**src/design/csr_rs_pkg.sv**
```systemverilog
package csr_rs_pkg;

  // ~~~~~~~~~~~~~~~~~~~~~~~~~~~~~~~~~~~~~~~~~~~~~~~~~~~~~~~~~~~~~~~~~~~~~
  // station sizes
  // ~~~~~~~~~~~~~~~~~~~~~~~~~~~~~~~~~~~~~~~~~~~~~~~~~~~~~~~~~~~~~~~~~~~~~
  localparam int rs_depth = 8;
  localparam int rs_idx_w = 3;
  localparam int tag_w    = 8;
  localparam int n_wb     = 7;

  // micro-op as it arrives from dispatch
  typedef struct packed {
    logic [31:0]      inst_num;
    logic [tag_w-1:0] rd;
    logic [3:0]       op;
    logic [tag_w-1:0] src_tag;
    logic             src_ready;
    logic             use_imm;
    logic [11:0]      csr_addr;
    logic [31:0]      csr_data;
    logic [31:0]      imm;
  } csr_uop_t;

  typedef struct packed {
    logic             valid;
    logic [tag_w-1:0] tag;
  } wb_t;

  // index order is alu, mul, div, mem, br, p, csr
  typedef wb_t [n_wb-1:0] wb_bus_t;

  // the slot index takes the place of src_ready once the entry leaves
  typedef struct packed {
    logic [31:0]         inst_num;
    logic [tag_w-1:0]    rd;
    logic [3:0]          op;
    logic [tag_w-1:0]    src_tag;
    logic [rs_idx_w-1:0] slot_idx;
    logic                use_imm;
    logic [11:0]         csr_addr;
    logic [31:0]         csr_data;
    logic [31:0]         imm;
  } csr_issue_t;

  // true when any valid broadcast this cycle carries the given tag
  function automatic logic wb_hit(wb_bus_t bus, logic [tag_w-1:0] tag);
    logic hit;
    hit = 1'b0;
    for (int s = 0; s < n_wb; s++) begin
      hit = hit | (bus[s].valid && (bus[s].tag == tag));
    end
    return hit;
  endfunction

endpackage

```
**src/design/rs_slot_alloc.sv**
```systemverilog
`timescale 1ns/1ns

module rs_slot_alloc import csr_rs_pkg::*; (
  input  logic [rs_depth-1:0] entry_valid,
  output logic [rs_idx_w-1:0] alloc_idx,
  output logic                full
);

  logic found;

  // ~~~~~~~~~~~~~~~~~~~~~~~~~~~~~~~~~~~~~~~~~~~~~~~~~~~~~~~~~~~~~~~~~~~~~
  // lowest free slot
  // ~~~~~~~~~~~~~~~~~~~~~~~~~~~~~~~~~~~~~~~~~~~~~~~~~~~~~~~~~~~~~~~~~~~~~

  // scan from the top down so the last hit is the lowest index
  always_comb begin
    alloc_idx = '0;
    found     = 1'b0;
    for (int i = rs_depth - 1; i >= 0; i--) begin
      if (!entry_valid[i]) begin
        alloc_idx = rs_idx_w'(i);
        found     = 1'b1;
      end
    end
  end

  // with no clear bit the index above is meaningless and the array
  // must not write
  assign full = !found;

endmodule

```
**src/design/rs_issue_select.sv**
```systemverilog
`timescale 1ns/1ns

module rs_issue_select import csr_rs_pkg::*; (
  input  logic                          clk,
  input  logic                          reset,
  input  logic                          flush,
  input  logic [rs_depth-1:0]           entry_valid,
  input  logic [rs_depth-1:0]           entry_ready,
  input  csr_uop_t [rs_depth-1:0]       entries,
  output logic                          free_valid,
  output logic [rs_idx_w-1:0]           free_idx,
  output logic                          issue_valid,
  output csr_issue_t                    issue_uop
);

  logic [rs_depth-1:0] cand;
  logic [rs_idx_w-1:0] sel_idx;
  csr_uop_t            sel_uop;

  assign cand = entry_valid & entry_ready;

  // lowest ready slot wins, there is no other age ordering
  always_comb begin
    sel_idx = '0;
    for (int i = rs_depth - 1; i >= 0; i--) begin
      if (cand[i]) begin
        sel_idx = rs_idx_w'(i);
      end
    end
  end

  assign sel_uop    = entries[sel_idx];
  assign free_valid = (|cand) && !flush;
  assign free_idx   = sel_idx;

  // ~~~~~~~~~~~~~~~~~~~~~~~~~~~~~~~~~~~~~~~~~~~~~~~~~~~~~~~~~~~~~~~~~~~~~
  // issue register
  // ~~~~~~~~~~~~~~~~~~~~~~~~~~~~~~~~~~~~~~~~~~~~~~~~~~~~~~~~~~~~~~~~~~~~~
  always_ff @(posedge clk) begin
    if (reset || flush) begin
      issue_valid <= 1'b0;
    end else begin
      issue_valid <= free_valid;
    end
  end

  always_ff @(posedge clk) begin
    if (free_valid) begin
      issue_uop.inst_num <= sel_uop.inst_num;
      issue_uop.rd       <= sel_uop.rd;
      issue_uop.op       <= sel_uop.op;
      issue_uop.src_tag  <= sel_uop.src_tag;
      issue_uop.slot_idx <= sel_idx;
      issue_uop.use_imm  <= sel_uop.use_imm;
      issue_uop.csr_addr <= sel_uop.csr_addr;
      issue_uop.csr_data <= sel_uop.csr_data;
      issue_uop.imm      <= sel_uop.imm;
    end
  end

endmodule

```
**src/design/rs_entry_array.sv**
```systemverilog
`timescale 1ns/1ns

module rs_entry_array import csr_rs_pkg::*; (
  input  logic                    clk,
  input  logic                    reset,
  input  logic                    flush,
  input  logic                    dispatch_valid,
  input  csr_uop_t                dispatch_uop,
  input  logic [rs_idx_w-1:0]     alloc_idx,
  input  logic                    full,
  input  wb_bus_t                 wb,
  input  logic                    free_valid,
  input  logic [rs_idx_w-1:0]     free_idx,
  output logic [rs_depth-1:0]     entry_valid,
  output logic [rs_depth-1:0]     entry_ready,
  output csr_uop_t [rs_depth-1:0] entries
);

  logic [rs_depth-1:0]     valid_q;
  logic [rs_depth-1:0]     ready_q;
  logic [rs_depth-1:0]     wake;
  csr_uop_t [rs_depth-1:0] payload_q;
  logic                    do_write;
  logic                    dispatch_ready;

  // ~~~~~~~~~~~~~~~~~~~~~~~~~~~~~~~~~~~~~~~~~~~~~~~~~~~~~~~~~~~~~~~~~~~~~
  // dispatch and wakeup
  // ~~~~~~~~~~~~~~~~~~~~~~~~~~~~~~~~~~~~~~~~~~~~~~~~~~~~~~~~~~~~~~~~~~~~~

  // a dispatch while full is dropped, upstream is expected to hold off
  assign do_write = dispatch_valid && !full;

  // a broadcast in the dispatch cycle itself also counts, otherwise the
  // entry would miss it and wait forever
  assign dispatch_ready = dispatch_uop.src_ready || wb_hit(wb, dispatch_uop.src_tag);

  always_comb begin
    for (int i = 0; i < rs_depth; i++) begin
      wake[i] = valid_q[i] && !ready_q[i] && wb_hit(wb, payload_q[i].src_tag);
    end
  end

  // ~~~~~~~~~~~~~~~~~~~~~~~~~~~~~~~~~~~~~~~~~~~~~~~~~~~~~~~~~~~~~~~~~~~~~
  // control state
  // ~~~~~~~~~~~~~~~~~~~~~~~~~~~~~~~~~~~~~~~~~~~~~~~~~~~~~~~~~~~~~~~~~~~~~

  // the freed slot is always valid and the allocated one never is, so the
  // two writes below never land on the same index
  always_ff @(posedge clk) begin
    if (reset || flush) begin
      valid_q <= '0;
    end else begin
      if (free_valid) begin
        valid_q[free_idx] <= 1'b0;
      end
      if (do_write) begin
        valid_q[alloc_idx] <= 1'b1;
      end
    end
  end

  always_ff @(posedge clk) begin
    if (reset || flush) begin
      ready_q <= '0;
    end else begin
      for (int i = 0; i < rs_depth; i++) begin
        if (wake[i]) begin
          ready_q[i] <= 1'b1;
        end
      end
      if (free_valid) begin
        ready_q[free_idx] <= 1'b0;
      end
      if (do_write) begin
        ready_q[alloc_idx] <= dispatch_ready;
      end
    end
  end

  // ~~~~~~~~~~~~~~~~~~~~~~~~~~~~~~~~~~~~~~~~~~~~~~~~~~~~~~~~~~~~~~~~~~~~~
  // payload storage
  // ~~~~~~~~~~~~~~~~~~~~~~~~~~~~~~~~~~~~~~~~~~~~~~~~~~~~~~~~~~~~~~~~~~~~~
  always_ff @(posedge clk) begin
    if (do_write) begin
      payload_q[alloc_idx] <= dispatch_uop;
    end
  end

  assign entries     = payload_q;
  assign entry_valid = valid_q;
  assign entry_ready = ready_q;

endmodule

```
**src/design/csr_rs_top.sv**
```systemverilog
`timescale 1ns/1ns

module csr_rs_top import csr_rs_pkg::*; (
  input  logic       clk,
  input  logic       reset,
  input  logic       flush,
  input  logic       dispatch_valid,
  input  csr_uop_t   dispatch_uop,
  input  wb_bus_t    wb,
  output logic       issue_valid,
  output csr_issue_t issue_uop,
  output logic       full
);

  logic [rs_depth-1:0]     entry_valid;
  logic [rs_depth-1:0]     entry_ready;
  csr_uop_t [rs_depth-1:0] entries;
  logic [rs_idx_w-1:0]     alloc_idx;
  logic                    free_valid;
  logic [rs_idx_w-1:0]     free_idx;

  rs_slot_alloc u_alloc (
    .entry_valid (entry_valid),
    .alloc_idx   (alloc_idx),
    .full        (full)
  );

  rs_entry_array u_array (
    .clk            (clk),
    .reset          (reset),
    .flush          (flush),
    .dispatch_valid (dispatch_valid),
    .dispatch_uop   (dispatch_uop),
    .alloc_idx      (alloc_idx),
    .full           (full),
    .wb             (wb),
    .free_valid     (free_valid),
    .free_idx       (free_idx),
    .entry_valid    (entry_valid),
    .entry_ready    (entry_ready),
    .entries        (entries)
  );

  // one issue per cycle, the CSR unit has no way to stall it
  rs_issue_select u_select (
    .clk         (clk),
    .reset       (reset),
    .flush       (flush),
    .entry_valid (entry_valid),
    .entry_ready (entry_ready),
    .entries     (entries),
    .free_valid  (free_valid),
    .free_idx    (free_idx),
    .issue_valid (issue_valid),
    .issue_uop   (issue_uop)
  );

endmodule

```
**config.mk**
```make
export PLATFORM = sky130hd
export DESIGN_NAME = csr_rs_top
export DESIGN_NICKNAME = d
export VERILOG_FILES = /design/src/design/csr_rs_pkg.sv /design/src/design/rs_slot_alloc.sv /design/src/design/rs_issue_select.sv /design/src/design/rs_entry_array.sv /design/src/design/csr_rs_top.sv
export SDC_FILE = /design/constraint.sdc
export NUM_CORES = 2
export LEC_CHECK = 0
export BUFFER_PORTS_ARGS = -buffer_cell sky130_fd_sc_hd__buf_2
export CORE_MARGIN = 1
export CORE_UTILIZATION = 52
export DETAILED_ROUTE_END_ITERATION = 10
export PLACE_DENSITY_LB_ADDON = 0.05
export SLEW_MARGIN = 20
export SYNTH_ARGS = -nofsm -noshare
export SYNTH_HDL_FRONTEND = slang
export SYNTH_HIERARCHICAL = 1
export SYNTH_SLANG_ARGS = --single-unit
```
**constraint.sdc**
```tcl
create_clock -name clk -period 10.2 [get_ports clk]
set_input_delay 0.51 -clock clk [delete_from_list [all_inputs] [get_ports clk]]
set_output_delay 0.51 -clock clk [all_outputs]
set_load 0.01 [all_outputs]
```
After elaboration in Yosys (flattened, before gate mapping)
Cells that the tools add are included.

Bits in registers: 1189. Logic and storage cells: 362. Input bits: 197.

Bitwise logic cells: 59. Muxes and demuxes: 56. Reductions and logical operators: 96. Order comparisons: 4. Equal/unequal tests: 63.

Operators with widths (number): 1040-bit bitwise mux (1); 8-bit equality test (63); 130-bit binary-select mux with 3-bit select (1); 130-bit demux with 3-bit select (1); 130-bit two-way mux (2); 1-bit logical AND (83); 1-bit OR (54); 3-bit two-way mux (16); 8-bit two-way mux (6); 1-bit two-way mux (26); 8-bit AND (3); 1-bit logical NOT (10); 8-bit bitwise mux (1); 3-bit by 4-bit less-than comparator with 1-bit output (second input constant) (2); 8-bit inverter (1); 8-bit OR (1); 8-bit OR reduction (1); 1-bit demux with 3-bit select (2); 3-bit by 1-bit >= comparator with 1-bit output (second input constant) (2); 1-bit logical OR (2).

Logic depth before layout (Yosys ltp)
Word-level depth: 19. Mapped depth: 11. Depth with buffers taken out: 9.

Modules after synthesis
Netlist, hierarchy kept.

By module, submodules not included: rs_entry_array (cells an instance 1971, area each 38543.2 um2, times used 1, seq. area each 31550.3 um2); rs_issue_select (cells an instance 1332, area each 12477.0 um2, times used 1, seq. area each 3983.8 um2); rs_slot_alloc (cells an instance 14, area each 76.3 um2, times used 1, seq. area each 0.0 um2).

Least setup slack after synthesis
Ideal clock, no wire load.

Path type: register -> register. Start point: register u_array.valid_q[6], in the netlist u_array/entry_valid[6]. End point: register u_array.ready_q[0], in the netlist u_array/entry_ready[0]. Data arrival time: 11.025 ns. Buffers on the path: 0. Setup slack: -0.935 ns. Required time: 10.090 ns. Cell stages (with the launch flop): 7. Library setup time: 0.110 ns. Period minus slack after synthesis: 11.135 ns. Cells stage by stage: dfxtp_1 > nand2_1 > nand3_1 > a31oi_1 > or3b_2 > nor3_1 > a22o_1.

Elaborated cells between the ends (all ways): 41. Classes of those cells: order compare: 4; mux: 29; bitwise: 3; reduce/logical: 5.

RTL lines: start: declaration (RTL line rs_entry_array.sv:19) `logic [rs_depth-1:0] valid_q;`; start signal: assignment (RTL line rs_entry_array.sv:51) `valid_q <= '0;`; start signal: indexed assignment (RTL line rs_entry_array.sv:54) `valid_q[free_idx] <= 1'b0;`; start signal: indexed assignment (RTL line rs_entry_array.sv:57) `valid_q[alloc_idx] <= 1'b1;`; 3-bit two-way mux (*) (7 in a row) (RTL line rs_slot_alloc.sv:20) `if (!entry_valid[i]) begin`; net alloc_idx[1] (RTL line csr_rs_top.sv:18) `logic [rs_idx_w-1:0] alloc_idx;`; 3-bit by 4-bit less-than comparator with 1-bit output (implied by the code) or 3-bit by 1-bit >= comparator with 1-bit output (tied branches) (RTL line rs_entry_array.sv:75) `ready_q[alloc_idx] <= dispatch_ready;`; 1-bit logical AND (implied by the code) (RTL line rs_entry_array.sv:75); 1-bit two-way mux (implied by the code) (RTL line rs_entry_array.sv:75); 1-bit demux with 3-bit select (*); 8-bit bitwise mux (*) (RTL line rs_entry_array.sv:75); 8-bit two-way mux (*) (RTL line rs_entry_array.sv:74) `if (do_write) begin`; end signal: indexed assignment (RTL line rs_entry_array.sv:75); end: declaration (RTL line rs_entry_array.sv:20) `logic [rs_depth-1:0] ready_q;`.

The timed path passes the listed nets; every way through them passes the cells marked *. The select of a mux whose other input is x is not followed. A chain may end at the register's enable or synchronous reset.

==> results.yml <==
pwr:
  p_int_uw: 7790
  seq_power_share: 0.549
  swShare: 0.210
  clock_power_share: 0.411
  leakagePower_uw: 0.0200
  ir_worst_vdd_mv: 0.157
  comb_power_share: 0.040
  powerDensity_nw_per_um2: 174
  p_switching_uw: 2070
floorplan:
  initial_core_util: 0.525
  die_w_um: 315
  placementRows: 114
  die_area_um2: 99100
  core_area_um2: 96900
  die_h_um: 315
  pin_count: 331
clocking:
  cts_resized: 0
  holdBufCountCts: 1
  cts.sinks: 1181
  htreeDepth: 3
  clk_latency_ns: 0.72
  cts.reportedPaths.clkPinSlew_ns: 0.06
  cts_setup_buffers: 0
  cts_buffers: 116
  cts_root_buf: "clkbuf_16"
  clockBufferDepth: 3
  cts_tree: "yes"
critical_path:
  worstRegToRegCells: 7
  crit_fanout: 143
  crit-reg2reg-launch: "u_array/entry_valid[0]$_SDFF_PP0_"
  endpoint_kind: "register"
  crit_type: "reg2reg"
  rr_endpoint: "u_select/issue_uop[102]$_DFFE_PP_"
  arrival_ns: 4.68
  worstPathRequired_ns: 10.72
  reg2reg_slack_ns: 6.04
  critPathMaxStageDelay_ns: 0.94
  crit_path_start_kind: "register"
  path_cells: "a22oi_1 -> and3_1 -> a311oi_4 -> buf_12 -> buf_4 -> mux2_2 -> a211oi_1"
  crit_buf_inv: 2
  cp_top_family: "buffers and inverters"
  cpMaxStageDelayCell: "buf_4"
detailed_routing:
  vias: 29727
  drtIter0Drc: 2379
  via_per_inst: 6.07
  drc_errors: 66
  first_pass_iters: 8
  routed_wirelength_um: 138000
  antenna_left: 0
  wl_per_cell_um: 28.2
logic_synthesis:
  syn_avg_cell_area_um2: 15.4
  syn_inst: 3309
  yosys_warnings: 6
  syn_nets: 3506
  synth_area_um2: 50900
sta:
  final-setup-viol-count: 0
  finalMaxSlewViolations: 0
  tns_ns: 0
  timing.fmax_mhz: 240
  fin_skew_ns: 0.0364
  worstMarginPinSlew_ns: 1.22
  whs_ns: 0.0554
  grt_setup_unrepaired: "no"
  period_needed_ns: 4.16
  hold_violations: 0
  slew_headroom: 0.188
  timing.final.crit_share: 0.408
finish:
  post-route-util: 0.586
  drive_above_1_share: 0.200
  fin_nets: 3723
  multi_input_area_um2: 14200
  seq_area_um2: 35300
  syn2layout_area_growth_pct: 11.6
  fill_cells: 7390
placed_design:
  hpwl_um: 77400
  gp_congestion: 0.929
  io_buffers: 330
global_route:
  use_met1: 0.369
  grt_max_degree: 144
  busiest_layer: "met2"
  grt_antenna_before_repair: 31
  met2_usage: 0.444
  grt_use_total: 0.276
  grt_pass1_vias: 29684
  grtUsageMet3: 0.0654
  grt_overflow: 0
  grt_pass1_wl_um: 198000
run_status:
  violations: "DRC"
  status: "finished with violations"
hold_path:
  hold_path_class: "in2reg"
  whs_path_depth: 1
  hold-path-endpoint: "u_array/entries[502]$_DFFE_PP_"
  holdCritStartpoint: "dispatch_uop[112]"
flow_run:
  cap_violations: 0
[per-stage QoR]
step / cell area [um2] / std cells / setup slack [ns] / power, uW
floorplan: 50900 / 3309 / 0.743 / 5750
global placement: 53100 / 4681 / 6.29 / 5880
detailed placement: 53100 / 4681 / 6.11 / 5900
CTS: 56700 / 4892 / 6.11 / 9930
global route: 56700 / 4896 / 5.82 / 10100
finish: 56700 / 4900 / 6.04 / 9860
[power by group through the flow]
stage / combinational (uW) / sequential [uW] / clock, uW
floorplan: 246 / 5510 / 0
global placement: 376 / 5510 / 0
detailed placement: 392 / 5510 / 0
CTS: 394 / 5410 / 4130
global route: 425 / 5410 / 4300
finish: 399 / 5410 / 4050
[worst reg2reg max path: cells and delay by family (launching register included)]
kind / cells / cell delay (ns)
flops: 1 / 0.52
buf+inv: 2 / 1.88
mux: 1 / 0.49
compound gates: 3 / 0.87
simple gates: 1 / 0.25
[registers in the layout, indices dropped and copies added, names as in the netlist]
register and flops:
u_array/entry_valid 8, u_array/entries 1032, u_select/issue_uop 132, u_select/issue_valid 1
u_array/entry_ready 8
[how the worst max path moves through the flow]
stage | startpoint | end | slack, ns | depth (start not counted)
after floorplan | u_array/entry_valid[2]$_SDFF_PP0_ | u_array/entry_ready[7]$_SDFF_PP0_ | 0.74 | 6
after global placement | u_array/entry_valid[0]$_SDFF_PP0_ | u_select/issue_uop[101]$_DFFE_PP_ | 6.29 | 7
after detailed placement | u_array/entry_valid[4]$_SDFF_PP0_ | u_select/issue_uop[62]$_DFFE_PP_ | 6.11 | 7
after CTS | u_array/entry_valid[4]$_SDFF_PP0_ | u_select/issue_uop[115]$_DFFE_PP_ | 6.11 | 7
after global routing | u_array/entry_valid[2]$_SDFF_PP0_ | u_select/issue_uop[115]$_DFFE_PP_ | 5.82 | 7
final | u_array/entry_valid[0]$_SDFF_PP0_ | u_select/issue_uop[102]$_DFFE_PP_ | 6.04 | 7
[cell type report]
| class | count | area share |
|---|---|---|
| tap | 1276 | 0.0281 |
| clock inverter | 72 | 0.0110 |
| antenna | 6 | 0.000265 |
| sequential | 1181 | 0.622 |
| multi-input combinational | 1848 | 0.249 |
| timing repair buffer | 376 | 0.0362 |
| clock buffer | 138 | 0.0526 |
| inverter | 3 | 0.000287 |
[metal layers]
metal	up-vias	wire length, um
met2	1098	65500
met4	42	4540
met3	322	10300
met1	15187	57600
li1	13078	-
met5	-	259
[cell usage in the layout, fill, tap and decap left out, types with 3 or more instances in the layout]
master	count
a211oi_1	129
a21oi_1	10
a22o_1	10
a22oi_1	5
a31oi_1	7
and4_1	6
buf_12	3
buf_2	330
buf_4	41
bufinv_16	7
clkbuf_1	22
clkbuf_16	116
clkinv_1	28
clkinv_2	21
clkinv_8	3
clkinvlp_4	8
dfxtp_1	17
diode_2	6
edfxtp_1	1164
mux2_1	89
mux2_2	169
mux2i_1	129
nand2_1	13
nand3_1	10
nand4_1	70
nor2_1	277
nor2_4	7
nor2b_1	4
nor3_1	54
nor4_1	65
o211ai_1	8
o22ai_1	259
xnor2_1	87
xor2_1	415
Note: power is estimated with default switching activity, not from simulation.
